File: src/hw/decode_pkg.sv
package decode_pkg;

    //////////////////////////////////////////////////////////////////////
    // Widths
    //////////////////////////////////////////////////////////////////////

    localparam int XLEN       = 32;
    localparam int REG_ADDR_W = 5;
    localparam int CTRL_W     = 12;
    localparam int BR_SEL_W   = 3;
    localparam int ALU_OP_W   = 4;
    localparam int MEM_SIZE_W = 2;

    // Control word bit positions
    localparam int CTRL_REG_WRITE = 0;
    localparam int CTRL_USE_IMM   = 1;
    localparam int CTRL_MEM_READ  = 2;
    localparam int CTRL_MEM_WRITE = 3;
    localparam int CTRL_ALU_OP    = 4;  // Bits 7:4
    localparam int CTRL_JUMP      = 8;
    localparam int CTRL_ILLEGAL   = 9;
    localparam int CTRL_MEM_SIZE  = 10; // Bits 11:10

    // ALU ops, {funct7[5], funct3} for the arithmetic ones
    localparam logic [ALU_OP_W-1:0] ALU_ADD    = 4'b0000;
    localparam logic [ALU_OP_W-1:0] ALU_SUB    = 4'b1000;
    localparam logic [ALU_OP_W-1:0] ALU_PASS_B = 4'b1011; // Unused funct combination

    // Branch select
    localparam logic [BR_SEL_W-1:0] BR_NONE = 3'd0;
    localparam logic [BR_SEL_W-1:0] BR_EQ   = 3'd1;
    localparam logic [BR_SEL_W-1:0] BR_NE   = 3'd2;
    localparam logic [BR_SEL_W-1:0] BR_LT   = 3'd3;
    localparam logic [BR_SEL_W-1:0] BR_GE   = 3'd4;
    localparam logic [BR_SEL_W-1:0] BR_LTU  = 3'd5;
    localparam logic [BR_SEL_W-1:0] BR_GEU  = 3'd6;
    localparam logic [BR_SEL_W-1:0] BR_JUMP = 3'd7;

    //////////////////////////////////////////////////////////////////////
    // RV32I base opcodes
    //////////////////////////////////////////////////////////////////////

    localparam logic [6:0] OPC_LUI    = 7'b0110111;
    localparam logic [6:0] OPC_AUIPC  = 7'b0010111;
    localparam logic [6:0] OPC_JAL    = 7'b1101111;
    localparam logic [6:0] OPC_JALR   = 7'b1100111;
    localparam logic [6:0] OPC_BRANCH = 7'b1100011;
    localparam logic [6:0] OPC_LOAD   = 7'b0000011;
    localparam logic [6:0] OPC_STORE  = 7'b0100011;
    localparam logic [6:0] OPC_OPIMM  = 7'b0010011;
    localparam logic [6:0] OPC_OP     = 7'b0110011;

    localparam logic [XLEN-1:0] NOP_INSTR = 32'h0000_0013; // addi x0,x0,0

    // Immediate kinds
    localparam int IMM_KIND_W = 3;
    localparam logic [IMM_KIND_W-1:0] IMM_NONE = 3'd0;
    localparam logic [IMM_KIND_W-1:0] IMM_I    = 3'd1;
    localparam logic [IMM_KIND_W-1:0] IMM_S    = 3'd2;
    localparam logic [IMM_KIND_W-1:0] IMM_B    = 3'd3;
    localparam logic [IMM_KIND_W-1:0] IMM_U    = 3'd4;
    localparam logic [IMM_KIND_W-1:0] IMM_J    = 3'd5;

    // Same word, two field layouts
    typedef union packed {
        struct packed {
            logic [6:0]            funct7;
            logic [REG_ADDR_W-1:0] rs2;
            logic [REG_ADDR_W-1:0] rs1;
            logic [2:0]            funct3;
            logic [REG_ADDR_W-1:0] rd;
            logic [6:0]            opcode;
        } rtype;
        struct packed {
            logic [6:0]            imm_hi;
            logic [REG_ADDR_W-1:0] rs2;
            logic [REG_ADDR_W-1:0] rs1;
            logic [2:0]            funct3;
            logic [4:0]            imm_lo;
            logic [6:0]            opcode;
        } stype;
    } instr_u;

endpackage

File: src/hw/decode_stage.sv
`timescale 1ns/1ps

module decode_stage (
    input  logic                              clk,
    input  logic                              reset,
    input  logic                              valid_i,
    input  logic [decode_pkg::XLEN-1:0]       instr_i,
    input  logic [decode_pkg::XLEN-1:0]       pc_plus_i,
    input  logic                              branch_pred_i,
    input  logic                              flush_i,
    input  logic                              stall_i,
    input  logic                              wb_we_i,
    input  logic [decode_pkg::REG_ADDR_W-1:0] wb_addr_i,
    input  logic [decode_pkg::XLEN-1:0]       wb_data_i,
    output logic                              valid_o,
    output logic                              branch_pred_o,
    output logic [decode_pkg::XLEN-1:0]       data_a_o,
    output logic [decode_pkg::XLEN-1:0]       data_b_o,
    output logic [decode_pkg::XLEN-1:0]       store_data_o,
    output logic [decode_pkg::XLEN-1:0]       pc_plus_o,
    output logic [decode_pkg::CTRL_W-1:0]     ctrl_o,
    output logic [decode_pkg::BR_SEL_W-1:0]   br_sel_o,
    output logic [decode_pkg::REG_ADDR_W-1:0] rd_addr_o,
    output logic [decode_pkg::REG_ADDR_W-1:0] rs1_addr_o,
    output logic [decode_pkg::REG_ADDR_W-1:0] rs2_addr_o
);

    logic [decode_pkg::REG_ADDR_W-1:0] rd_addr;
    logic [decode_pkg::XLEN-1:0]       imm;
    logic [decode_pkg::CTRL_W-1:0]     ctrl;
    logic [decode_pkg::BR_SEL_W-1:0]   br_sel;
    logic [decode_pkg::XLEN-1:0]       rs1_data;
    logic [decode_pkg::XLEN-1:0]       rs2_data;

    rv32i_decoder u_decoder (
        .instr_i    (instr_i),
        .rs1_addr_o (rs1_addr_o), // Also out to the hazard unit
        .rs2_addr_o (rs2_addr_o),
        .rd_addr_o  (rd_addr),
        .imm_o      (imm),
        .ctrl_o     (ctrl),
        .br_sel_o   (br_sel)
    );

    register_file u_register_file (
        .clk       (clk),
        .reset     (reset),
        .we_i      (wb_we_i),
        .waddr_i   (wb_addr_i),
        .raddr_a_i (rs1_addr_o),
        .raddr_b_i (rs2_addr_o),
        .wdata_i   (wb_data_i),
        .rdata_a_o (rs1_data),
        .rdata_b_o (rs2_data)
    );

    id_ex_register u_id_ex_register (
        .clk           (clk),
        .reset         (reset),
        .valid_i       (valid_i),
        .flush_i       (flush_i),
        .stall_i       (stall_i),
        .branch_pred_i (branch_pred_i),
        .pc_plus_i     (pc_plus_i),
        .imm_i         (imm),
        .rs1_data_i    (rs1_data),
        .rs2_data_i    (rs2_data),
        .ctrl_i        (ctrl),
        .br_sel_i      (br_sel),
        .rd_addr_i     (rd_addr),
        .valid_o       (valid_o),
        .branch_pred_o (branch_pred_o),
        .pc_plus_o     (pc_plus_o),
        .data_a_o      (data_a_o),
        .data_b_o      (data_b_o),
        .store_data_o  (store_data_o),
        .ctrl_o        (ctrl_o),
        .br_sel_o      (br_sel_o),
        .rd_addr_o     (rd_addr_o)
    );

endmodule

File: src/hw/id_ex_register.sv
`timescale 1ns/1ps

module id_ex_register (
    input  logic                              clk,
    input  logic                              reset,
    input  logic                              valid_i,
    input  logic                              flush_i,
    input  logic                              stall_i,
    input  logic                              branch_pred_i,
    input  logic [decode_pkg::XLEN-1:0]       pc_plus_i,
    input  logic [decode_pkg::XLEN-1:0]       imm_i,
    input  logic [decode_pkg::XLEN-1:0]       rs1_data_i,
    input  logic [decode_pkg::XLEN-1:0]       rs2_data_i,
    input  logic [decode_pkg::CTRL_W-1:0]     ctrl_i,
    input  logic [decode_pkg::BR_SEL_W-1:0]   br_sel_i,
    input  logic [decode_pkg::REG_ADDR_W-1:0] rd_addr_i,
    output logic                              valid_o,
    output logic                              branch_pred_o,
    output logic [decode_pkg::XLEN-1:0]       pc_plus_o,
    output logic [decode_pkg::XLEN-1:0]       data_a_o,
    output logic [decode_pkg::XLEN-1:0]       data_b_o,
    output logic [decode_pkg::XLEN-1:0]       store_data_o,
    output logic [decode_pkg::CTRL_W-1:0]     ctrl_o,
    output logic [decode_pkg::BR_SEL_W-1:0]   br_sel_o,
    output logic [decode_pkg::REG_ADDR_W-1:0] rd_addr_o
);

    logic squash;
    logic [decode_pkg::XLEN-1:0] operand_b;

    assign squash    = flush_i | stall_i | ~valid_i; // Bubble
    assign operand_b = ctrl_i[decode_pkg::CTRL_USE_IMM] ? imm_i : rs2_data_i;

    always_ff @(posedge clk or negedge reset) begin
        if (!reset) begin
            valid_o       <= 1'b0;
            branch_pred_o <= 1'b0;
            pc_plus_o     <= '0;
            data_a_o      <= '0;
            data_b_o      <= '0;
            store_data_o  <= '0;
            ctrl_o        <= '0;
            br_sel_o      <= '0;
            rd_addr_o     <= '0;
        end else if (squash) begin
            valid_o       <= 1'b0;
            branch_pred_o <= 1'b0;
            pc_plus_o     <= '0;
            data_a_o      <= '0;
            data_b_o      <= '0;
            store_data_o  <= '0;
            ctrl_o        <= '0; // No write, no memory access
            br_sel_o      <= '0;
            rd_addr_o     <= '0;
        end else begin
            valid_o       <= 1'b1;
            branch_pred_o <= branch_pred_i;
            pc_plus_o     <= pc_plus_i;
            data_a_o      <= rs1_data_i;
            data_b_o      <= operand_b;
            store_data_o  <= rs2_data_i; // Store data is always rs2
            ctrl_o        <= ctrl_i;
            br_sel_o      <= br_sel_i;
            rd_addr_o     <= rd_addr_i;
        end
    end

    no_valid_after_flush_a: assert property (@(posedge clk) disable iff (!reset)
        flush_i |=> !valid_o);

endmodule

File: src/hw/register_file.sv
`timescale 1ns/1ps

module register_file (
    input  logic                              clk,
    input  logic                              reset,
    input  logic                              we_i,
    input  logic [decode_pkg::REG_ADDR_W-1:0] waddr_i,
    input  logic [decode_pkg::REG_ADDR_W-1:0] raddr_a_i,
    input  logic [decode_pkg::REG_ADDR_W-1:0] raddr_b_i,
    input  logic [decode_pkg::XLEN-1:0]       wdata_i,
    output logic [decode_pkg::XLEN-1:0]       rdata_a_o,
    output logic [decode_pkg::XLEN-1:0]       rdata_b_o
);

    localparam int NUM_REGS = 2 ** decode_pkg::REG_ADDR_W;

    logic [decode_pkg::XLEN-1:0] regs [NUM_REGS];
    logic bypass_a;
    logic bypass_b;

    // x0 never written, so it stays at its reset value
    always_ff @(posedge clk or negedge reset) begin
        if (!reset) begin
            for (int i = 0; i < NUM_REGS; i++) begin
                regs[i] <= '0;
            end
        end else if (we_i && (waddr_i != '0)) begin
            regs[waddr_i] <= wdata_i;
        end
    end

    //////////////////////////////////////////////////////////////////////
    // Read ports with writeback bypass
    //////////////////////////////////////////////////////////////////////

    assign bypass_a = we_i && (waddr_i == raddr_a_i) && (raddr_a_i != '0);
    assign bypass_b = we_i && (waddr_i == raddr_b_i) && (raddr_b_i != '0);

    assign rdata_a_o = bypass_a ? wdata_i : regs[raddr_a_i];
    assign rdata_b_o = bypass_b ? wdata_i : regs[raddr_b_i];

    // Holds even with a writeback aimed at x0
    x0_zero_a_a: assert property (@(posedge clk) disable iff (!reset)
        (raddr_a_i == '0) |-> (rdata_a_o == '0));

    x0_zero_b_a: assert property (@(posedge clk) disable iff (!reset)
        (raddr_b_i == '0) |-> (rdata_b_o == '0));

endmodule

File: src/hw/rv32i_decoder.sv
`timescale 1ns/1ps

module rv32i_decoder (
    input  logic [decode_pkg::XLEN-1:0]       instr_i,
    output logic [decode_pkg::REG_ADDR_W-1:0] rs1_addr_o,
    output logic [decode_pkg::REG_ADDR_W-1:0] rs2_addr_o,
    output logic [decode_pkg::REG_ADDR_W-1:0] rd_addr_o,
    output logic [decode_pkg::XLEN-1:0]       imm_o,
    output logic [decode_pkg::CTRL_W-1:0]     ctrl_o,
    output logic [decode_pkg::BR_SEL_W-1:0]   br_sel_o
);

    decode_pkg::instr_u instr;

    logic [6:0] opcode;
    logic [2:0] funct3;
    logic [decode_pkg::IMM_KIND_W-1:0] imm_kind;
    logic [decode_pkg::ALU_OP_W-1:0]   alu_op;
    logic use_rs1;
    logic use_rs2;
    logic use_rd;

    logic [decode_pkg::XLEN-1:0] imm_i_fmt;
    logic [decode_pkg::XLEN-1:0] imm_s_fmt;
    logic [decode_pkg::XLEN-1:0] imm_b_fmt;
    logic [decode_pkg::XLEN-1:0] imm_u_fmt;
    logic [decode_pkg::XLEN-1:0] imm_j_fmt;

    assign instr  = instr_i;
    assign opcode = instr.rtype.opcode;
    assign funct3 = instr.rtype.funct3;

    //////////////////////////////////////////////////////////////////////
    // Immediate formats
    //////////////////////////////////////////////////////////////////////

    assign imm_i_fmt = {{20{instr.rtype.funct7[6]}}, instr.rtype.funct7, instr.rtype.rs2};
    assign imm_s_fmt = {{20{instr.stype.imm_hi[6]}}, instr.stype.imm_hi, instr.stype.imm_lo};
    assign imm_b_fmt = {{20{instr.stype.imm_hi[6]}}, instr.stype.imm_lo[0],
                        instr.stype.imm_hi[5:0], instr.stype.imm_lo[4:1], 1'b0};
    assign imm_u_fmt = {instr.rtype.funct7, instr.rtype.rs2, instr.rtype.rs1,
                        instr.rtype.funct3, 12'b0};
    // J layout scatters bits across rs1, funct3, rs2 and funct7
    assign imm_j_fmt = {{12{instr.rtype.funct7[6]}}, instr.rtype.rs1, instr.rtype.funct3,
                        instr.rtype.rs2[0], instr.rtype.funct7[5:0], instr.rtype.rs2[4:1], 1'b0};

    //////////////////////////////////////////////////////////////////////
    // Control decode
    //////////////////////////////////////////////////////////////////////

    always_comb begin
        ctrl_o   = '0;
        br_sel_o = decode_pkg::BR_NONE;
        imm_kind = decode_pkg::IMM_NONE;
        alu_op   = decode_pkg::ALU_ADD;
        use_rs1  = 1'b0;
        use_rs2  = 1'b0;
        use_rd   = 1'b0;
        case (opcode)
            decode_pkg::OPC_LUI: begin
                imm_kind = decode_pkg::IMM_U;
                alu_op   = decode_pkg::ALU_PASS_B; // rd = imm
                use_rd   = 1'b1;
            end
            decode_pkg::OPC_AUIPC: begin
                imm_kind = decode_pkg::IMM_U;
                use_rd   = 1'b1;
            end
            decode_pkg::OPC_JAL: begin
                imm_kind = decode_pkg::IMM_J;
                br_sel_o = decode_pkg::BR_JUMP;
                use_rd   = 1'b1;
                ctrl_o[decode_pkg::CTRL_JUMP] = 1'b1;
            end
            decode_pkg::OPC_JALR: begin
                imm_kind = decode_pkg::IMM_I;
                br_sel_o = decode_pkg::BR_JUMP;
                use_rs1  = 1'b1;
                use_rd   = 1'b1;
                ctrl_o[decode_pkg::CTRL_JUMP] = 1'b1;
            end
            decode_pkg::OPC_BRANCH: begin
                imm_kind = decode_pkg::IMM_B;
                alu_op   = decode_pkg::ALU_SUB; // Compare
                use_rs1  = 1'b1;
                use_rs2  = 1'b1;
                case (funct3)
                    3'b000:  br_sel_o = decode_pkg::BR_EQ;
                    3'b001:  br_sel_o = decode_pkg::BR_NE;
                    3'b100:  br_sel_o = decode_pkg::BR_LT;
                    3'b101:  br_sel_o = decode_pkg::BR_GE;
                    3'b110:  br_sel_o = decode_pkg::BR_LTU;
                    3'b111:  br_sel_o = decode_pkg::BR_GEU;
                    default: br_sel_o = decode_pkg::BR_NONE;
                endcase
            end
            decode_pkg::OPC_LOAD: begin
                imm_kind = decode_pkg::IMM_I;
                use_rs1  = 1'b1;
                use_rd   = 1'b1;
                ctrl_o[decode_pkg::CTRL_MEM_READ] = 1'b1;
                ctrl_o[decode_pkg::CTRL_MEM_SIZE +: decode_pkg::MEM_SIZE_W] = funct3[1:0];
            end
            decode_pkg::OPC_STORE: begin
                imm_kind = decode_pkg::IMM_S;
                use_rs1  = 1'b1;
                use_rs2  = 1'b1;
                ctrl_o[decode_pkg::CTRL_MEM_WRITE] = 1'b1;
                ctrl_o[decode_pkg::CTRL_MEM_SIZE +: decode_pkg::MEM_SIZE_W] = funct3[1:0];
            end
            decode_pkg::OPC_OPIMM: begin
                imm_kind = decode_pkg::IMM_I;
                use_rs1  = 1'b1;
                use_rd   = 1'b1;
                // funct7[5] only matters for SRAI
                alu_op   = {(funct3 == 3'b101) & instr.rtype.funct7[5], funct3};
            end
            decode_pkg::OPC_OP: begin
                use_rs1  = 1'b1;
                use_rs2  = 1'b1;
                use_rd   = 1'b1;
                alu_op   = {instr.rtype.funct7[5], funct3};
            end
            default: ctrl_o[decode_pkg::CTRL_ILLEGAL] = 1'b1; // Nothing else set
        endcase
        ctrl_o[decode_pkg::CTRL_REG_WRITE] = use_rd;
        ctrl_o[decode_pkg::CTRL_USE_IMM]   = (imm_kind != decode_pkg::IMM_NONE);
        ctrl_o[decode_pkg::CTRL_ALU_OP +: decode_pkg::ALU_OP_W] = alu_op;
    end

    always_comb begin
        case (imm_kind)
            decode_pkg::IMM_I: imm_o = imm_i_fmt;
            decode_pkg::IMM_S: imm_o = imm_s_fmt;
            decode_pkg::IMM_B: imm_o = imm_b_fmt;
            decode_pkg::IMM_U: imm_o = imm_u_fmt;
            decode_pkg::IMM_J: imm_o = imm_j_fmt;
            default:           imm_o = '0;
        endcase
    end

    // Unused fields read as x0
    assign rs1_addr_o = use_rs1 ? instr.rtype.rs1 : '0;
    assign rs2_addr_o = use_rs2 ? instr.rtype.rs2 : '0;
    assign rd_addr_o  = use_rd  ? instr.rtype.rd  : '0;

    mem_rw_excl_a: assert property (@(instr_i)
        !(ctrl_o[decode_pkg::CTRL_MEM_READ] && ctrl_o[decode_pkg::CTRL_MEM_WRITE]));

endmodule

File: config.mk
export PLATFORM = sky130hd
export DESIGN_NAME = decode_stage
export DESIGN_NICKNAME = d
export VERILOG_FILES = /design/src/hw/decode_pkg.sv /design/src/hw/decode_stage.sv /design/src/hw/id_ex_register.sv /design/src/hw/register_file.sv /design/src/hw/rv32i_decoder.sv
export SDC_FILE = /design/constraint.sdc
export NUM_CORES = 2
export LEC_CHECK = 0
export BUFFER_PORTS_ARGS = -buffer_cell sky130_fd_sc_hd__buf_2
export CAP_MARGIN = 20
export CORE_MARGIN = 3
export CORE_UTILIZATION = 60
export CTS_CLUSTER_DIAMETER = 80
export DETAILED_ROUTE_END_ITERATION = 10
export GPL_TIMING_DRIVEN = 0
export PLACE_DENSITY = 0.81
export SYNTH_ARGS = -nofsm -noshare
export SYNTH_HDL_FRONTEND = slang
export SYNTH_HIERARCHICAL = 1
export SYNTH_SLANG_ARGS = --single-unit
File: constraint.sdc
create_clock -name clk -period 4.85 [get_ports clk]
set_input_delay 0.485 -clock clk [delete_from_list [all_inputs] [get_ports clk]]
set_output_delay 0.485 -clock clk [all_outputs]
set_load 0.01 [all_outputs]
### Yosys cells after proc, flatten, opt, wreduce, memory -nomap -nowiden

Cells that the tools add are included.

| storage, ports and cells | value |
|---|---|
| bits in registers | 1174 |
| bits of input ports | 108 |
| output and inout bits | 160 |
| logic and storage cells | 129 |

| operators by class | value |
|---|---|
| $lt $le $gt $ge | 4 |
| eq/ne operators | 21 |
| multiplexer cells | 37 |
| bitwise logic cells | 7 |
| reduce and logical (&&, ||, !) cells | 19 |

Operator list:

| operator | number |
|---|---|
| bitwise mux 1024 bit | 1 |
| two-way mux 32 bit | 12 |
| binary-select mux 32 bit (select 5 bit) | 2 |
| demux 32 bit (select 5 bit) | 1 |
| one-hot mux 32 bit (5 select lines) | 1 |
| == test 7 x 6 -> 1 bit, second input constant | 3 |
| == test 7 bit, second input constant | 3 |
| two-way mux 5 bit | 4 |
| == test 3 bit, second input constant | 6 |
| >= comparator 6 bit, second input constant | 3 |
| NOT 5 -> 6 bit | 3 |
| one-hot mux 3 bit (6 select lines) | 1 |
| one-hot mux 4 bit (4 select lines) | 1 |
| one-hot mux 3 bit (5 select lines) | 1 |
| nonzero test 5 bit | 3 |
| == test 7 x 5 -> 1 bit, second input constant | 2 |
| two-way mux 12 bit | 1 |
| == test 5 bit | 2 |
| two-way mux 1 bit | 9 |
| OR reduction 9 bit | 1 |
| == test 7 x 2 -> 1 bit, second input constant | 1 |
| OR reduction 7 bit | 1 |
| == test 3 x 1 -> 1 bit, second input constant | 2 |
| == test 3 x 2 -> 1 bit, second input constant | 2 |
| 13 further kinds | 22 |

### Depth between registers and ports, before layout

| logic depth | value |
|---|---|
| depth after elaboration | 11 |
| mapped depth | 15 |
| gate-level depth less buffers | 10 |

### Cells and area by module

The synthesis kept the hierarchy.

By module, submodules not included:

| module | times used | cells an instance | area an instance (um^2) | seq. area each (um^2) |
|---|---|---|---|---|
| register_file | 1 | 3464 | 53680.2 | 25624.6 |
| id_ex_register | 1 | 353 | 5058.6 | 3753.6 |
| rv32i_decoder | 1 | 124 | 828.3 | 0.0 |

### Worst setup path after synthesis

No wires, ideal clock.

| timing | value |
|---|---|
| path type | input -> register |
| start | input port instr_i[4] in the netlist's numbering |
| end | register u_id_ex_register/data_a_o[30] in the netlist's numbering |
| setup time | 0.119 ns |
| arrival | 3.117 ns |
| required time | 4.731 ns |
| path slack | 1.614 ns |
| cell stages on the path | 15 |
| buffers on the path | 5 |
| path through | clkbuf_1 > or2b_2 > nand2_1 > o211a_1 > and2_1 > buf_6 > buf_12 > buf_6 > buf_6 > mux4_2 > mux2i_1 > nor2_1 > nor4_2 > nor3_1 > and2_1 |

| on the way | value |
|---|---|
| word-level cells in the longest chain between the ends | 10 |
| elaborated cells on any way between the ends | 19 |
| classes of those cells | eq/ne: 7; mux: 7; bitwise: 1; reduce/logical: 4 |

Ends and longest elaborated chain:

| element | RTL line | text |
|---|---|---|
| start, declared | decode_stage.sv:7 | `input logic [decode_pkg::XLEN-1:0] instr_i,` |
| == test 7 bit (tied with other cells) | rv32i_decoder.sv:59 | `case (opcode)` |
| OR reduction 6 bit (no source line) * | n/a |  |
| two-way mux 1 bit * | rv32i_decoder.sv:59 |  |
| two-way mux 5 bit * | rv32i_decoder.sv:143 | `assign rs1_addr_o = use_rs1 ? instr.rtype.rs1 : '0;` |
| named net rs1_addr_o (one bit) | decode_stage.sv:24 | `output logic [decode_pkg::REG_ADDR_W-1:0] rs1_addr_o,` |
| NOT 5 -> 6 bit (implied by the code) | register_file.sv:39 | `assign rdata_a_o = bypass_a ? wdata_i : regs[raddr_a_i];` |
| binary-select mux 32 bit (select 5 bit) | register_file.sv:39 |  |
| two-way mux 32 bit (implied by the code) (2 in series) | register_file.sv:39 |  |
| two-way mux 32 bit * | register_file.sv:39 |  |
| named net rs1_data (one bit) | decode_stage.sv:32 | `logic [decode_pkg::XLEN-1:0] rs1_data;` |
| two-way mux 32 bit * | id_ex_register.sv:45 | `end else if (squash) begin` |
| end signal, assigned | id_ex_register.sv:59 | `data_a_o <= rs1_data_i;` |
| end, declared | id_ex_register.sv:20 | `output logic [decode_pkg::XLEN-1:0] data_a_o,` |

The timed path passes the listed nets; every way through them passes the cells marked *. The select of a mux whose other input is x is not followed.
A chain may end at the register's enable or synchronous reset.

### Worst setup path after layout

| timing | value |
|---|---|
| start | input port instr_i[3] in the netlist's numbering |
| end | register u_id_ex_register/data_b_o[10] in the netlist's numbering |

| on the way | value |
|---|---|
| word-level cells in the longest chain between the ends | 11 |
| elaborated cells on any way between the ends | 33 |
| classes of those cells | eq/ne: 15; mux: 10; bitwise: 1; reduce/logical: 7 |

Ends and longest elaborated chain:

| element | RTL line | text |
|---|---|---|
| == test 7 bit or == test 7 x 6 -> 1 bit (tied branches) | rv32i_decoder.sv:59 |  |
| OR reduction 3 bit (no source line) * | n/a |  |
| two-way mux 1 bit * | rv32i_decoder.sv:59 |  |
| two-way mux 5 bit * | rv32i_decoder.sv:144 | `assign rs2_addr_o = use_rs2 ? instr.rtype.rs2 : '0;` |
| NOT 5 -> 6 bit (implied by the code) | register_file.sv:40 | `assign rdata_b_o = bypass_b ? wdata_i : regs[raddr_b_i];` |
| binary-select mux 32 bit (select 5 bit) | register_file.sv:40 |  |
| two-way mux 32 bit (implied by the code) (2 in series) | register_file.sv:40 |  |
| two-way mux 32 bit * | register_file.sv:40 |  |
| named net rs2_data (one bit) | decode_stage.sv:33 | `logic [decode_pkg::XLEN-1:0] rs2_data;` |
| two-way mux 32 bit * | id_ex_register.sv:32 | `assign operand_b = ctrl_i[decode_pkg::CTRL_USE_IMM] ? imm_i : rs2_data_i;` |
| two-way mux 32 bit * | id_ex_register.sv:45 |  |
| end signal, assigned | id_ex_register.sv:60 | `data_b_o <= operand_b;` |
| end, declared | id_ex_register.sv:21 | `output logic [decode_pkg::XLEN-1:0] data_b_o,` |

Marked as above.

==> results.tsv <==
metric	value	unit
clockRootBuffer	clkbuf_16	
post-route-drc-count	0	
cp_max_fo	10	
switchingPower	6.72	mW
synth.largest_area_cell	dfrtp_1	
drtAntennaViolNets	0	
grt-ovfl-total	0	
grt_pass1_vias	43500	
crit_start	instr_i[3]	
crit_path_end_kind	register	
area_delta_synth_final	13.8	%
ys_ff_latch	1174	
yosysMostFrequentCell	dfrtp_1	
synth_cell_types	61	
p_leak	29.7	nW
die-area	103000	µm²
clockPowerShare	37.0	%
rsz0062_at_grt	false	
postSynthCellCount	3941	
cts_sinks	1174	
hold-worst-slack	57.1	ps
crit_arrival	5100	ps
grt_start_max_net_pins	169	
fin_total_pwr	26.4	mW
final_util	69.5	%
internal_power	19.7	mW
clkTransAtPathRegs	60	ps
period_minus_slack	4440	ps
grt_pass1_wl	305	mm
min_to	u_register_file/regs[74]$_DFFE_PN0P_	
firstDrtPassIters	8	
routed_wl	214	mm
rows	114	
r2r-start	u_register_file/regs[9]$_DFFE_PN0P_	
htree_levels	3	
vias	43300	
syn_nets	4049	
yosysSeqAreaShare	49.3	%
dp.final_hpwl	145	mm
worst-setup-path-type	in -> reg	
synth_async_sr_flop_share	100	%
synth_flop_cell	dfrtp_1	
syn_area	59600	µm²
finalHoldViolations	0	
finalCritPeriodShare	91.6	%
outcome	finished clean	
insertion_delay	740	ps
pin_count	268	
cp.required	5510	ps
fill_cells	6372	
hold_path.class	in -> reg	
hold_depth	2	
critPathSlowestCell	clkbuf_1	
drv_cap	0	
maxSlewViolCount	0	
crit_top_cell	clkbuf_1	
drive_gt1_share	50.3	%
final_nets	4508	
min_from	wb_data_i[10]	
cts_tree	built	
die_width	321	µm
rrSetupSlack	2660	ps
power_density	389	nW/µm²
crit-reg2reg-capture	u_id_ex_register/data_b_o[9]$_DFF_PN0_	
fmax	225	MHz
path_cells	buf_2 -> nand4bb_1 -> a211oi_1 -> and2_1 -> clkbuf_1 -> or3_1 -> clkbuf_1 -> clkbuf_1 -> o22ai_1 -> nor4_1 -> mux2_2 -> mux2i_1 -> nor2_1	
irDropWorstVdd	297	µV
antenna_found_initial	10	
drt-vias-per-instance	7.48	
numCtsBuffers	121	
final_cells	5791	
synth_top_cell_area_share	49.3	%
crit_path_start_kind	input port	
reg2reg_depth	6	
place_congestion	0.974	
tns	0	ps
initial_utilization	61.1	%
synthTopCellsByCount	dfrtp_1, mux2_2, mux4_2	
drt_iter0_markers	6400	
synthTopCellsByArea	dfrtp_1, mux2_2, mux4_2	
io_buffers	262	
combPwrFrac	14.9	%
wl_per_cell	37.0	µm
synth_edf_count	0	
syn_area_per_cell	15.1	µm²
die_h	321	µm
sequentialPowerShare	48.1	%
worst_pin_slew	1320	ps
switching_share	25.5	%
setup_viol	0	
clock_skew	44.2	ps
track_usage	41.7	%
relSlewSlack	11.1	%
core_area	97600	µm²
cts_max_path_buffers	3	
dp.cells	5508	
ys.warnings.count	6	
critPathMaxStageDelay	930	ps
-- layer usage --
layer  wire (µm)  global-route usage, %  up-vias
met5         340                  0.509        -
met4       16300                   26.0       12
met3       34600                   20.2     1018
met2       91200                   59.0     3831
met1       71700                   51.5    22400
li1            -                      -    16000
-- what timing repair did --
| action | CTS | global route |
|---|---|---|
| hold buffers | 34 | 0 |
| endpoints found under the setup margin | 0 | 0 |
| buffers inserted | 0 | 0 |
| resized for setup | 0 | 0 |
| endpoints found under the hold margin | 156 | 0 |
-- sequential cells by signal, summed over array words and instances, names as in the netlist --
name	cells
u_id_ex_register/data_b_o	32
u_register_file/regs	1024
u_id_ex_register/branch_pred_o	1
u_id_ex_register/pc_plus_o	32
u_id_ex_register/ctrl_o	12
u_id_ex_register/br_sel_o	3
u_id_ex_register/valid_o	1
u_id_ex_register/store_data_o	32
u_id_ex_register/data_a_o	32
u_id_ex_register/rd_addr_o	5
-- worst max-delay path, delay by kind of cell --
| family | cells | cell delay, ps |
|---|---|---|
| and+or+nand+nor | 5 | 1250 |
| AOI/OAI and AO/OA | 2 | 870 |
| muxes | 2 | 440 |
| buffers and inverters | 4 | 2030 |
-- power groups by stage --
stage	clock [mW]	combinational [mW]	sequential (mW)
5_1_grt	10.2	4.16	12.8
3_3_place_gp	0	3.65	12.6
4_1_cts	9.78	3.87	12.6
2_1_floorplan	0	2.95	12.3
3_5_place_dp	0	3.82	12.7
6_report	9.77	3.93	12.7
-- cell type report --
type	instances	area (µm²)	share of cell area (%)
well taps	1276	1600	2.36
multi-input cells	2316	27900	41.2
inverters	4	20.0	0.0295
clock buffers	180	3590	5.30
flip-flops and latches	1174	29400	43.4
diodes	16	40.0	0.0591
repair buffers	336	2400	3.55
clock inverters	42	559	0.825
plain buffers	447	2260	3.34
-- placed cells by master, fill, tap and decap left out, types with 37 or more instances in the layout --
master     Yosys  final
clkbuf_16      0    121
nor2_1        63     63
mux4_2       505    505
and2_1       143    143
o22ai_1      253    253
mux2_2      1026   1026
buf_2        149    411
clkbuf_8       3     37
clkbuf_1     203    225
buf_1         38     38
nand2_1       60     60
dfrtp_1     1174   1174
-- per-stage QoR --
| step | area [µm²] | worst slack (ps) |
|---|---|---|
| 6_report | 67800 | 407 |
| 5_1_grt | 67700 | 526 |
| 4_1_cts | 67600 | 701 |
| 3_5_place_dp | 63100 | -51.7 |
| 3_3_place_gp | 62500 | -22060 |
| 2_1_floorplan | 59600 | 1610 |
-- how the worst max path moves through the flow --
stage | slack [ps] | to | cells past startpoint
after floorplan | 1610 | u_id_ex_register/data_a_o[30]$_DFF_PN0_ | 15
after global placement | -22060 | u_register_file/regs[742]$_DFFE_PN0P_ | 1
after detailed placement | -50 | u_id_ex_register/data_b_o[14]$_DFF_PN0_ | 13
after CTS | 700 | u_id_ex_register/data_b_o[14]$_DFF_PN0_ | 13
after global routing | 530 | u_id_ex_register/data_b_o[2]$_DFF_PN0_ | 13
final | 410 | u_id_ex_register/data_b_o[10]$_DFF_PN0_ | 13
-- cells by family (layout without fill, tap and decap cells) --
family,after synthesis,after routing,share of synthesized area [%]
flops,1174,1174,49.3
mux,1574,1574,39.4
xor+xnor,9,9,0.132
simple gates,397,397,3.78
other cells,0,16,0
buf+inv,451,1009,3.83
compound gates,336,336,3.58
No activity file was read; power rests on OpenSTA's default activity.
